`config.mk`:
```
export PLATFORM = sky130hd
export DESIGN_NAME = jesd_rx_top
export DESIGN_NICKNAME = d
export VERILOG_FILES = /design/src/rtl/jesd_link_pkg.sv /design/src/rtl/jesd_state_pkg.sv /design/src/rtl/lane_ctrl_if.sv /design/src/rtl/jesd_rx_top.sv /design/src/rtl/rx_ctrl.sv /design/src/rtl/rx_frame_mark.sv /design/src/rtl/rx_lane.sv /design/src/rtl/rx_lmfc.sv
export SDC_FILE = /design/constraint.sdc
export NUM_CORES = 2
export LEC_CHECK = 0
export BUFFER_PORTS_ARGS = -buffer_cell sky130_fd_sc_hd__buf_2
export CAP_MARGIN = 10
export CORE_UTILIZATION = 30
export CTS_BUF_LIST = sky130_fd_sc_hd__clkbuf_4 sky130_fd_sc_hd__clkbuf_8
export DETAILED_ROUTE_END_ITERATION = 16
export GPL_TIMING_DRIVEN = 1
export MAX_ROUTING_LAYER = met4
export PLACE_DENSITY = 0.49
export SYNTH_ARGS = -nofsm -noshare
export SYNTH_HDL_FRONTEND = slang
export SYNTH_SLANG_ARGS = --single-unit
```
`constraint.sdc`:
```
create_clock -name clk -period 7.75 [get_ports clk]
set_input_delay 1.1625 -clock clk [delete_from_list [all_inputs] [get_ports clk]]
set_output_delay 1.1625 -clock clk [all_outputs]
set_load 0.05 [all_outputs]
```
`src/rtl/jesd_link_pkg.sv`:
```
package jesd_link_pkg;

  // ********************************************************************
  // Link format
  // ********************************************************************

  localparam int NUM_LANES       = 2;
  localparam int OCTETS_PER_BEAT = 4;

  localparam logic [7:0] K28_5 = 8'hBC;  // Comma used during CGS

  localparam int CGS_LOCK_BEATS = 4;
  localparam int CGS_LOSS_BEATS = 4;

  // Largest multiframe in beats, also the elastic buffer depth
  localparam int MAX_BEATS_PER_MF = 32;

  // ********************************************************************
  // Vector types
  // ********************************************************************

  // One lane's beat, octet 0 in the low byte
  typedef logic [8*OCTETS_PER_BEAT-1:0] beat_t;

  // One flag per octet of a beat
  typedef logic [OCTETS_PER_BEAT-1:0] char_flags_t;

  typedef logic [$clog2(MAX_BEATS_PER_MF)-1:0] lmfc_cnt_t;

  typedef logic [31:0] err_cnt_t;

  typedef logic [NUM_LANES-1:0] lane_mask_t;

endpackage

```
`src/rtl/jesd_state_pkg.sv`:
```
package jesd_state_pkg;

  // ********************************************************************
  // Link controller
  // ********************************************************************

  // DATA is 3 so that the status word reads all ones in data phase
  typedef enum logic [1:0] {
    CTRL_RESET = 2'd0,
    CTRL_CGS   = 2'd1,
    CTRL_DATA  = 2'd3
  } ctrl_state_t;

  // ********************************************************************
  // Lane code group synchronization
  // ********************************************************************

  typedef enum logic [1:0] {
    CGS_INIT  = 2'd0,  // Hunting for commas
    CGS_CHECK = 2'd1,  // Locked, waiting for first data
    CGS_DATA  = 2'd2
  } cgs_state_t;

endpackage

```
`src/rtl/lane_ctrl_if.sv`:
```
interface lane_ctrl_if
  import jesd_link_pkg::*;
();

  lane_mask_t cgs_reset;     // Controller holds lanes in CGS_INIT
  lane_mask_t ifs_reset;     // Controller holds buffers empty
  lane_mask_t cgs_ready;
  lane_mask_t buffer_ready;  // Lane has written at least one beat

  modport ctrl (output cgs_reset, output ifs_reset, input cgs_ready);

  modport lane (input cgs_reset, input ifs_reset, output cgs_ready, output buffer_ready);

  // Release logic only watches the buffers
  modport rel (input buffer_ready);

endinterface

```
`src/rtl/jesd_rx_top.sv`:
```
module jesd_rx_top
  import jesd_link_pkg::*;
  import jesd_state_pkg::*;
(
  input  logic                                    clk,
  input  logic                                    device_reset,
  input  logic [NUM_LANES*$bits(beat_t)-1:0]      i_phy_data,
  input  logic [NUM_LANES*OCTETS_PER_BEAT-1:0]    i_phy_charisk,
  input  logic [NUM_LANES*OCTETS_PER_BEAT-1:0]    i_phy_notintable,
  input  logic [NUM_LANES*OCTETS_PER_BEAT-1:0]    i_phy_disperr,
  input  logic                                    i_sysref,
  input  lane_mask_t                              i_cfg_lanes_disable,
  input  lmfc_cnt_t                               i_cfg_beats_per_mf,
  input  lmfc_cnt_t                               i_cfg_lmfc_offset,
  input  logic [1:0]                              i_cfg_octets_per_frame,
  input  logic                                    i_cfg_sysref_oneshot,
  input  lmfc_cnt_t                               i_cfg_buffer_delay,
  input  logic                                    i_cfg_early_release,
  input  logic                                    i_err_stats_reset,
  input  logic [1:0]                              i_err_mask,
  output logic                                    o_sync,
  output logic                                    o_lmfc_edge,
  output logic                                    o_sysref_alignment_error,
  output logic                                    o_event_unexpected_lane_state,
  output logic [NUM_LANES*$bits(beat_t)-1:0]      o_rx_data,
  output logic                                    o_rx_valid,
  output char_flags_t                             o_rx_sof,
  output char_flags_t                             o_rx_eof,
  output char_flags_t                             o_rx_somf,
  output char_flags_t                             o_rx_eomf,
  output ctrl_state_t                             o_status_ctrl_state,
  output logic [2*NUM_LANES-1:0]                  o_status_cgs_state,
  output logic [NUM_LANES*$bits(err_cnt_t)-1:0]   o_err_cnt
);

  lane_ctrl_if lane_ctl ();

  lmfc_cnt_t lmfc_counter;
  logic      lmfc_edge;
  logic      data_phase_start;
  logic      err_reset;
  logic      release_opp;
  logic      buffer_release;
  logic      rx_valid_q;

  // ********************************************************************
  // Buffer release
  // ********************************************************************

  always_ff @(posedge clk) begin
    if (device_reset) begin
      release_opp    <= 1'b0;
      buffer_release <= 1'b0;
      rx_valid_q     <= 1'b0;
    end else begin
      release_opp <= (lmfc_counter == i_cfg_buffer_delay) || i_cfg_early_release;
      if (release_opp) begin
        buffer_release <= &(lane_ctl.buffer_ready | i_cfg_lanes_disable);
      end
      rx_valid_q <= buffer_release;  // Lane data is one register behind release
    end
  end

  assign err_reset = i_err_stats_reset | data_phase_start;

  rx_lmfc u_lmfc (
    .clk                      (clk),
    .device_reset             (device_reset),
    .i_sysref                 (i_sysref),
    .i_cfg_beats_per_mf       (i_cfg_beats_per_mf),
    .i_cfg_lmfc_offset        (i_cfg_lmfc_offset),
    .i_cfg_sysref_oneshot     (i_cfg_sysref_oneshot),
    .o_lmfc_edge              (lmfc_edge),
    .o_lmfc_counter           (lmfc_counter),
    .o_sysref_alignment_error (o_sysref_alignment_error)
  );

  rx_ctrl u_ctrl (
    .clk                           (clk),
    .device_reset                  (device_reset),
    .lanes                         (lane_ctl),
    .i_cfg_lanes_disable           (i_cfg_lanes_disable),
    .i_lmfc_edge                   (lmfc_edge),
    .o_sync                        (o_sync),
    .o_status_state                (o_status_ctrl_state),
    .o_event_unexpected_lane_state (o_event_unexpected_lane_state),
    .o_data_phase_start            (data_phase_start)
  );

  for (genvar i = 0; i < NUM_LANES; i++) begin : g_lane
    beat_t      lane_data;
    cgs_state_t lane_state;

    rx_lane #(.LANE(i)) u_lane (
      .clk              (clk),
      .device_reset     (device_reset),
      .ctl              (lane_ctl),
      .i_data           (i_phy_data[i*$bits(beat_t) +: $bits(beat_t)]),
      .i_charisk        (i_phy_charisk[i*OCTETS_PER_BEAT +: OCTETS_PER_BEAT]),
      .i_notintable     (i_phy_notintable[i*OCTETS_PER_BEAT +: OCTETS_PER_BEAT]),
      .i_disperr        (i_phy_disperr[i*OCTETS_PER_BEAT +: OCTETS_PER_BEAT]),
      .i_buffer_release (buffer_release),
      .i_err_reset      (err_reset),
      .i_err_mask       (i_err_mask),
      .o_data           (lane_data),
      .o_cgs_state      (lane_state),
      .o_err_cnt        (o_err_cnt[i*$bits(err_cnt_t) +: $bits(err_cnt_t)])
    );

    assign o_rx_data[i*$bits(beat_t) +: $bits(beat_t)] =
      i_cfg_lanes_disable[i] ? '0 : lane_data;
    assign o_status_cgs_state[2*i +: 2] = lane_state;
  end

  rx_frame_mark u_frame_mark (
    .clk                    (clk),
    .device_reset           (device_reset),
    .i_rx_valid             (rx_valid_q),
    .i_cfg_octets_per_frame (i_cfg_octets_per_frame),
    .i_cfg_beats_per_mf     (i_cfg_beats_per_mf),
    .o_sof                  (o_rx_sof),
    .o_eof                  (o_rx_eof),
    .o_somf                 (o_rx_somf),
    .o_eomf                 (o_rx_eomf)
  );

  assign o_lmfc_edge = lmfc_edge;
  assign o_rx_valid  = rx_valid_q;

endmodule

```
`src/rtl/rx_ctrl.sv`:
```
module rx_ctrl
  import jesd_link_pkg::*;
  import jesd_state_pkg::*;
(
  input  logic          clk,
  input  logic          device_reset,
  lane_ctrl_if.ctrl     lanes,
  input  lane_mask_t    i_cfg_lanes_disable,
  input  logic          i_lmfc_edge,
  output logic          o_sync,
  output ctrl_state_t   o_status_state,
  output logic          o_event_unexpected_lane_state,
  output logic          o_data_phase_start
);

  ctrl_state_t state;
  ctrl_state_t state_next;
  logic        all_ready;
  logic        any_drop;
  logic        go_data;
  logic        event_q;
  logic        phase_start_q;

  // Disabled lanes count as ready and never as dropped
  assign all_ready = &(lanes.cgs_ready | i_cfg_lanes_disable);
  assign any_drop  = |(~lanes.cgs_ready & ~i_cfg_lanes_disable);

  assign go_data = (state == CTRL_CGS) && i_lmfc_edge && all_ready;

  always_comb begin
    state_next = state;
    case (state)
      CTRL_RESET: begin
        state_next = CTRL_CGS;
      end
      CTRL_CGS: begin
        if (go_data) begin
          state_next = CTRL_DATA;
        end
      end
      CTRL_DATA: begin
        if (any_drop) begin
          state_next = CTRL_CGS;
        end
      end
      default: begin
        state_next = CTRL_RESET;
      end
    endcase
  end

  always_ff @(posedge clk) begin
    if (device_reset) begin
      state         <= CTRL_RESET;
      event_q       <= 1'b0;
      phase_start_q <= 1'b0;
    end else begin
      state         <= state_next;
      event_q       <= (state == CTRL_DATA) && any_drop;
      phase_start_q <= go_data;
    end
  end

  // ********************************************************************
  // Lane controls and link status
  // ********************************************************************

  assign lanes.cgs_reset = {NUM_LANES{state == CTRL_RESET}};
  assign lanes.ifs_reset = {NUM_LANES{state != CTRL_DATA}};  // Buffers fill only in data phase

  assign o_sync                        = (state == CTRL_DATA);
  assign o_status_state                = state;
  assign o_event_unexpected_lane_state = event_q;
  assign o_data_phase_start            = phase_start_q;

  // SYNC may only rise on the beat after a multiframe boundary
  a_sync_on_lmfc : assert property (
    @(posedge clk) disable iff (device_reset)
    $rose(o_sync) |-> $past(i_lmfc_edge)
  ) else $error("SYNC rose away from an LMFC edge");

endmodule

```
`src/rtl/rx_frame_mark.sv`:
```
module rx_frame_mark
  import jesd_link_pkg::*;
(
  input  logic        clk,
  input  logic        device_reset,
  input  logic        i_rx_valid,
  input  logic [1:0]  i_cfg_octets_per_frame,  // log2 of F, so 0, 1 or 2
  input  lmfc_cnt_t   i_cfg_beats_per_mf,
  output char_flags_t o_sof,
  output char_flags_t o_eof,
  output char_flags_t o_somf,
  output char_flags_t o_eomf
);

  lmfc_cnt_t   beat_n;    // Beat index inside the multiframe
  lmfc_cnt_t   beat_last;
  logic [1:0]  octet_mask;
  char_flags_t sof_pat;
  char_flags_t eof_pat;

  assign beat_last = i_cfg_beats_per_mf - 1'b1;

  always_comb begin
    case (i_cfg_octets_per_frame)
      2'd0:    octet_mask = 2'b00;
      2'd1:    octet_mask = 2'b01;
      default: octet_mask = 2'b11;
    endcase
    // F divides the beat, so the pattern repeats every beat
    for (int j = 0; j < OCTETS_PER_BEAT; j++) begin
      sof_pat[j] = ((2'(j) & octet_mask) == 2'b00);
      eof_pat[j] = ((2'(j) & octet_mask) == octet_mask);
    end
  end

  always_ff @(posedge clk) begin
    if (device_reset || !i_rx_valid) begin
      beat_n <= '0;
    end else begin
      beat_n <= (beat_n == beat_last) ? '0 : beat_n + 1'b1;
    end
  end

  assign o_sof  = i_rx_valid ? sof_pat : '0;
  assign o_eof  = i_rx_valid ? eof_pat : '0;
  assign o_somf = {3'b000, i_rx_valid && (beat_n == '0)};
  assign o_eomf = {i_rx_valid && (beat_n == beat_last), 3'b000};

endmodule

```
`src/rtl/rx_lane.sv`:
```
module rx_lane
  import jesd_link_pkg::*;
  import jesd_state_pkg::*;
#(
  parameter int LANE = 0
) (
  input  logic        clk,
  input  logic        device_reset,
  lane_ctrl_if.lane   ctl,
  input  beat_t       i_data,
  input  char_flags_t i_charisk,
  input  char_flags_t i_notintable,
  input  char_flags_t i_disperr,
  input  logic        i_buffer_release,
  input  logic        i_err_reset,
  input  logic [1:0]  i_err_mask,  // Bit 0 disparity, bit 1 not-in-table
  output beat_t       o_data,
  output cgs_state_t  o_cgs_state,
  output err_cnt_t    o_err_cnt
);

  cgs_state_t state;
  logic [2:0] beat_cnt;   // Consecutive comma or errored beats
  logic       all_comma;
  logic       any_nit;
  logic       data_start;
  logic       buf_wr;
  logic       buf_ready_q;
  logic [$bits(lmfc_cnt_t):0] wr_ptr;  // One extra bit tells full from empty
  logic [$bits(lmfc_cnt_t):0] rd_ptr;
  logic [$bits(lmfc_cnt_t):0] buf_level;
  beat_t      buf_mem [MAX_BEATS_PER_MF];
  beat_t      data_q;
  logic [3:0] err_inc;
  err_cnt_t   err_cnt;

  always_comb begin
    all_comma = (&i_charisk) & ~(|i_notintable) & ~(|i_disperr);
    err_inc   = '0;
    for (int j = 0; j < OCTETS_PER_BEAT; j++) begin
      if (i_data[8*j +: 8] != K28_5) begin
        all_comma = 1'b0;
      end
      err_inc = err_inc + {3'b000, i_disperr[j] & ~i_err_mask[0]}
                        + {3'b000, i_notintable[j] & ~i_err_mask[1]};
    end
  end

  assign any_nit    = |i_notintable;
  assign data_start = (state == CGS_CHECK) && ~(&i_charisk) && ~ctl.ifs_reset[LANE];
  assign buf_wr     = ~ctl.ifs_reset[LANE] && (data_start || state == CGS_DATA);

  // ********************************************************************
  // Code group synchronization
  // ********************************************************************

  always_ff @(posedge clk) begin
    if (device_reset || ctl.cgs_reset[LANE]) begin
      state    <= CGS_INIT;
      beat_cnt <= '0;
    end else begin
      case (state)
        CGS_INIT: begin
          if (!all_comma) begin
            beat_cnt <= '0;
          end else if (beat_cnt == CGS_LOCK_BEATS - 1) begin
            state    <= CGS_CHECK;
            beat_cnt <= '0;
          end else begin
            beat_cnt <= beat_cnt + 1'b1;
          end
        end
        CGS_CHECK: begin
          if (data_start) begin
            state <= CGS_DATA;
          end
        end
        CGS_DATA: begin
          if (!any_nit) begin
            beat_cnt <= '0;
          end else if (beat_cnt == CGS_LOSS_BEATS - 1) begin
            state    <= CGS_INIT;  // Lost lock
            beat_cnt <= '0;
          end else begin
            beat_cnt <= beat_cnt + 1'b1;
          end
        end
        default: begin
          state <= CGS_INIT;
        end
      endcase
    end
  end

  // ********************************************************************
  // Elastic buffer
  // ********************************************************************

  always_ff @(posedge clk) begin
    if (device_reset || ctl.ifs_reset[LANE]) begin
      wr_ptr      <= '0;
      rd_ptr      <= '0;
      buf_ready_q <= 1'b0;
    end else begin
      if (buf_wr) begin
        wr_ptr      <= wr_ptr + 1'b1;
        buf_ready_q <= 1'b1;
      end
      if (i_buffer_release) begin
        rd_ptr <= rd_ptr + 1'b1;
      end
    end
  end

  always_ff @(posedge clk) begin
    if (buf_wr) begin
      buf_mem[wr_ptr[$bits(lmfc_cnt_t)-1:0]] <= i_data;
    end
    if (i_buffer_release) begin
      data_q <= buf_mem[rd_ptr[$bits(lmfc_cnt_t)-1:0]];
    end
  end

  assign buf_level = wr_ptr - rd_ptr;

  // Error statistics, counted in data phase only
  always_ff @(posedge clk) begin
    if (device_reset || i_err_reset) begin
      err_cnt <= '0;
    end else if (state == CGS_DATA) begin
      err_cnt <= err_cnt + err_cnt_t'(err_inc);
    end
  end

  assign ctl.cgs_ready[LANE]    = (state != CGS_INIT);
  assign ctl.buffer_ready[LANE] = buf_ready_q;

  assign o_data      = data_q;
  assign o_cgs_state = state;
  assign o_err_cnt   = err_cnt;

  // Release has to come within one buffer depth of the first write
  a_no_overflow : assert property (
    @(posedge clk) disable iff (device_reset || ctl.ifs_reset[LANE])
    buf_wr |-> (buf_level < MAX_BEATS_PER_MF)
  ) else $error("Lane %0d elastic buffer overflow", LANE);

endmodule

```
`src/rtl/rx_lmfc.sv`:
```
module rx_lmfc
  import jesd_link_pkg::*;
(
  input  logic      clk,
  input  logic      device_reset,
  input  logic      i_sysref,
  input  lmfc_cnt_t i_cfg_beats_per_mf,  // 0 means MAX_BEATS_PER_MF
  input  lmfc_cnt_t i_cfg_lmfc_offset,
  input  logic      i_cfg_sysref_oneshot,
  output logic      o_lmfc_edge,
  output lmfc_cnt_t o_lmfc_counter,
  output logic      o_sysref_alignment_error
);

  lmfc_cnt_t lmfc_cnt;
  lmfc_cnt_t cnt_last;
  lmfc_cnt_t cnt_inc;
  lmfc_cnt_t cnt_next;
  logic      sysref_d;
  logic      sysref_seen;
  logic      sysref_take;
  logic      edge_q;
  logic      align_err_q;

  assign cnt_last = i_cfg_beats_per_mf - 1'b1;  // A count of 0 wraps to the full range

  // Rising edge, ignored after the first one in oneshot mode
  assign sysref_take = i_sysref & ~sysref_d & ~(i_cfg_sysref_oneshot & sysref_seen);

  always_comb begin
    cnt_inc  = (lmfc_cnt == cnt_last) ? '0 : lmfc_cnt + 1'b1;
    cnt_next = sysref_take ? i_cfg_lmfc_offset : cnt_inc;
  end

  always_ff @(posedge clk) begin
    if (device_reset) begin
      lmfc_cnt    <= '0;
      sysref_d    <= 1'b0;
      sysref_seen <= 1'b0;
      edge_q      <= 1'b0;
      align_err_q <= 1'b0;
    end else begin
      lmfc_cnt <= cnt_next;
      sysref_d <= i_sysref;
      edge_q   <= (cnt_next == '0);
      // A later edge that lands off the running phase
      align_err_q <= sysref_take & sysref_seen & (cnt_inc != i_cfg_lmfc_offset);
      if (sysref_take) begin
        sysref_seen <= 1'b1;
      end
    end
  end

  assign o_lmfc_edge              = edge_q;
  assign o_lmfc_counter           = lmfc_cnt;
  assign o_sysref_alignment_error = align_err_q;

  // ********************************************************************
  // Checks
  // ********************************************************************

  // Offset has to fall inside the multiframe or the edge never lines up
  a_offset_in_range : assert property (
    @(posedge clk) disable iff (device_reset)
    (i_cfg_beats_per_mf == '0) || (i_cfg_lmfc_offset < i_cfg_beats_per_mf)
  ) else $error("LMFC offset %0d outside multiframe of %0d beats",
                i_cfg_lmfc_offset, i_cfg_beats_per_mf);

endmodule

```
==> metrics list <==
- Run status: finished clean
* Sequential fraction of the synthesis area: 76.0%
- Max-cap violations in this run came to 0.
* Switching power as a share of total power: 21.7%
* Number of remaining DRC errors: 0
- For the pin with the worst max-slew slack, the measured transition is 1.22 ns.
* Final count of pins violating max slew: 0
* Aggregate negative setup slack: 0 ns
- The most common cell in the synthesized netlist is sky130_fd_sc_hd__edfxtp_1.
* Worst endpoint required time: 8.61 ns
- WL/cell: ~27 microns
* Violation count after the first detailed-routing iteration: 3,561
- After legalization and detailed placement, the total HPWL measured 128 mm.
- Wire length of the first global-routing pass: 330 mm
- Number of setup violations in the final report: 0
- Clock-pin slew was measured on the worst setup and hold paths at 0.07 ns.
- After detailed placement, the design holds a cell count of 7,840.
* CORE AREA: 0.286 sq mm
* Peak supply drop: between 0.1 and 0.15 mV
* Proportion of power drawn by flip-flops and latches: between 50% and 60%
- Die span in y: 539 microns
- Yosys mapped a number of flops with a built-in enable equal to 2,112.
* Path class of the lowest-slack min-delay path: input port to flip-flop
* Number of hold buffers added after cts: 0
- Power spread over the standard cell area amounts to 240 mW/mm^2.
- The count of nets left with antenna violations once routing finished came out at 0.
* Layout net count: 4,616
* Critical path arrival: approximately 5.5 ns
* Via count: 41,441
- Global routing used 26.7% of the available met2 tracks.
- Netlist area before placement: around 0.086 sq mm
* Critical Path Fanout Max: 8
* Synth-to-layout area growth: 16.4%
- In the global route stage, overall resource usage came out at roughly 16%.
* I/O Buffers: 263
* NetSw: 5.23 mW
- Clock buffer depth: 4
- Highest achievable clock rate: 0.218 GHz
* Number of instances in the synthesized netlist: around 3,900
* Die boundary width: between 500 and 600 microns
* Number of global-route vias before repair: approximately 44,000
- Share of Yosys cell area claimed by the top area cell type: between 70% and 80%
- The finished layout holds 8,530 standard cells, fillers aside.
* Deepest level of the CTS H-tree: 5
- Type of the worst setup path: input port to flip-flop
- Subtracting the final worst setup slack from the clock period gives 4.59 ns.
- Most crowded layer after global routing: met2
- Yosys mapped the design onto 52 distinct sky130hd cell types.
- TritonCTS clock tree: done
* YS warnings: 0
* Largest cells by area after synthesis: sky130_fd_sc_hd__edfxtp_1, sky130_fd_sc_hd__mux4_2, sky130_fd_sc_hd__dfxtp_1
- Share of cells above drive strength 1: 36.9%
- At the end of routability-driven placement, the weighted congestion stood at between 0.7 and 0.8.
- Post-synthesis cell type with the largest combined area: sky130_fd_sc_hd__edfxtp_1
- Number of detailed-route iterations in the first pass: 7
- Startpoint Class: input port
* Met3 Track Usage GR: 3.60%
- Internal power of the cells: 18.9 mW
- Total congestion overflow after global routing: 0
- In this run, post-CTS repair resized a total of 0 instances.
* Post-synth top cells: sky130_fd_sc_hd__edfxtp_1, sky130_fd_sc_hd__mux4_2, sky130_fd_sc_hd__nor2_1, sky130_fd_sc_hd__clkbuf_1, sky130_fd_sc_hd__dfxtp_1
- The analysis attributes to cell leakage a power of 30.6 nW.
* Portion of total power attributed to the clock network: 43.7%
- Setup repair after global routing left no endpoint under its margin.
- STA classifies the critical path endpoint as a flip-flop.
- Counting flops with an async set or reset pin after synthesis yields a share of 0%.
- Post-CTS repair timing setup buffer count: 0
- Die Footprint: 0.290 sq mm
- Entering global routing, the biggest net connects between 100 and 150 pins.
- The final hold violation count came to 0.
- Source-to-sink clock delay at the later pin of the worst-skew pair: slightly above 1 ns
- Slew Limit Headroom: between 15 and 20%
- IO Count: 270
* Std-Cell Rows: 196
- In this run, synthesis produced a sequential element count of 2,229.
- Final worst path period share: a little under 60%
- Dividing the detail-routed via count by the number of cells gives between 4 and 5.
- Worst clock skew: 0.0589 ns
- Counting every sink on the clock net gives between 2,000 and 2,500.
* Met1 global-route usage: 20.4%
- Mean instance size in the synthesized netlist: 22.1 sq um
- Prevailing post-synth register cell: sky130_fd_sc_hd__edfxtp_1
- Root cell of the clock tree: sky130_fd_sc_hd__clkbuf_8
- Clock buffers created by TritonCTS: 380
- Routed wire length: 232 mm
- Combinational Power Share: 1.7%
* Filler cells: roughly 27,000
* Number of antenna violations at the first check in global routing: 30
- Once the floorplan was initialized, standard cells occupied 30.2% of the core.
==> path summary, 6_finish.rpt <==
| path | start | to | slack, ns | depth (start not counted) |
|---|---|---|---|---|
| worst max-delay path | i_err_mask[0] | g_lane[1].u_lane.o_err_cnt[28] | 3.16 | 17 |
| worst min register to register | g_lane[1].u_lane.beat_cnt[2] | g_lane[1].u_lane.beat_cnt[2] | 0.45 | 1 |
| worst max register to register | g_lane[0].u_lane.o_cgs_state[1] | g_lane[0].u_lane.buf_mem[8][0] | 3.93 | 7 |
| worst min-delay path | i_sysref | u_lmfc.sysref_d | 0.41 | 2 |
==> power groups by stage <==
stage,Sequential (mW),Combinational [mW],Clock (mW)
after floorplan,13.4,0.148,0
after global placement,13.4,0.401,0
after detailed placement,13.4,0.415,0
after CTS,13.2,0.415,10.8
after global routing,13.2,0.445,11.3
final,13.2,0.406,10.5
==> per-stage QoR <==
step	utilization (%)	hold slack, ns	setup WS, ns	instance area, sq um	total power, mW
after floorplan	-	0.430	2.66	86500	13.6
after global placement	32.5	0.434	2.15	93100	13.8
after detailed placement	32.6	0.440	2.13	93100	13.9
after CTS	35.2	0.265	3.27	101000	24.4
after global routing	35.2	0.352	2.95	101000	24.9
final	35.2	0.405	3.16	101000	24.1
==> cell families (layout without fill, tap and decap cells) <==
logic type	count (synthesis)	count (layout)	share of synthesized area, %
simple gates	504	504	3.00
buf+inv	246	1097	1.19
mux	711	711	17.6
other cells	1	12	0.00434
fa+ha+maj	40	40	0.665
xor+xnor	92	92	0.948
compound gates	83	83	0.573
flops	2229	2229	76.0
==> placed cells by master, fill, tap and decap left out, drive strengths merged, types with 15 or more instances in the layout <==
cell type	synthesis	routed
edfxtp	2112	2112
mux4	640	640
clkbuf	127	518
buf	76	371
nor2	178	178
clkinv	0	131
dfxtp	117	117
nor2b	84	84
mux2	66	66
nand2	62	62
inv	43	62
xnor2	54	54
a21oi	41	41
xor2	37	37
nand3	36	36
ha	30	30
nor3	23	23
nand4	19	19
o21ai	19	19
nor4	17	17
or3	15	15
==> metal layers <==
metal  up-vias  part of all wire [%]
li1      17458                     -
met1     22476                    42
met2      1140                    50
met3       367                   6.0
met4         0                   2.4
met5         -                     0
==> state kept, by name, indices dropped and copies added, names as in the netlist <==
| signal | count |
|---|---|
| release_opp | 1 |
| u_ctrl.o_event_unexpected_lane_state | 1 |
| g_lane.u_lane.wr_ptr | 10 |
| g_lane.u_lane.buf_ready_q | 2 |
| g_lane.u_lane.buf_mem | 2048 |
| u_lmfc.sysref_d | 1 |
| g_lane.u_lane.o_err_cnt | 64 |
| u_lmfc.o_sysref_alignment_error | 1 |
| u_lmfc.o_lmfc_edge | 1 |
| u_lmfc.o_lmfc_counter | 5 |
| u_lmfc.sysref_seen | 1 |
| u_frame_mark.beat_n | 5 |
| o_rx_valid | 1 |
| g_lane.u_lane.rd_ptr | 10 |
| buffer_release | 1 |
| u_ctrl.o_data_phase_start | 1 |
| g_lane.u_lane.beat_cnt | 6 |
| g_lane.u_lane.o_data | 64 |
| g_lane.u_lane.o_cgs_state | 4 |
| u_ctrl.o_status_state | 2 |
==> critical path: stages <==
cell and delay [ns]:
sky130_fd_sc_hd__buf_2 0.17, sky130_fd_sc_hd__nor2b_1 0.07, sky130_fd_sc_hd__ha_1 0.29, sky130_fd_sc_hd__inv_1 0.08
sky130_fd_sc_hd__fa_1 0.42, sky130_fd_sc_hd__fa_1 0.50, sky130_fd_sc_hd__inv_1 0.05, sky130_fd_sc_hd__fa_1 0.38
sky130_fd_sc_hd__inv_1 0.10, sky130_fd_sc_hd__fa_1 0.43, sky130_fd_sc_hd__fa_1 0.40, sky130_fd_sc_hd__nor2b_1 0.14
sky130_fd_sc_hd__o21ai_0 0.23, sky130_fd_sc_hd__a2111oi_4 0.64, sky130_fd_sc_hd__nand3_1 0.16, sky130_fd_sc_hd__xor2_1 0.16
sky130_fd_sc_hd__nor2_1 0.06
==> cell type report <==
type	count	area (sq um)	share of cell area (%)
clock buffer	518	6330	6.29
timing repair buffer	371	2260	2.25
clock inverter	165	1150	1.14
inverter	43	161	0.160
antenna	6	15.0	0.0149
multi-input combinational	1436	20200	20.1
tap	3762	4710	4.68
sequential	2229	65800	65.4
(Power assumes the default switching activity.)
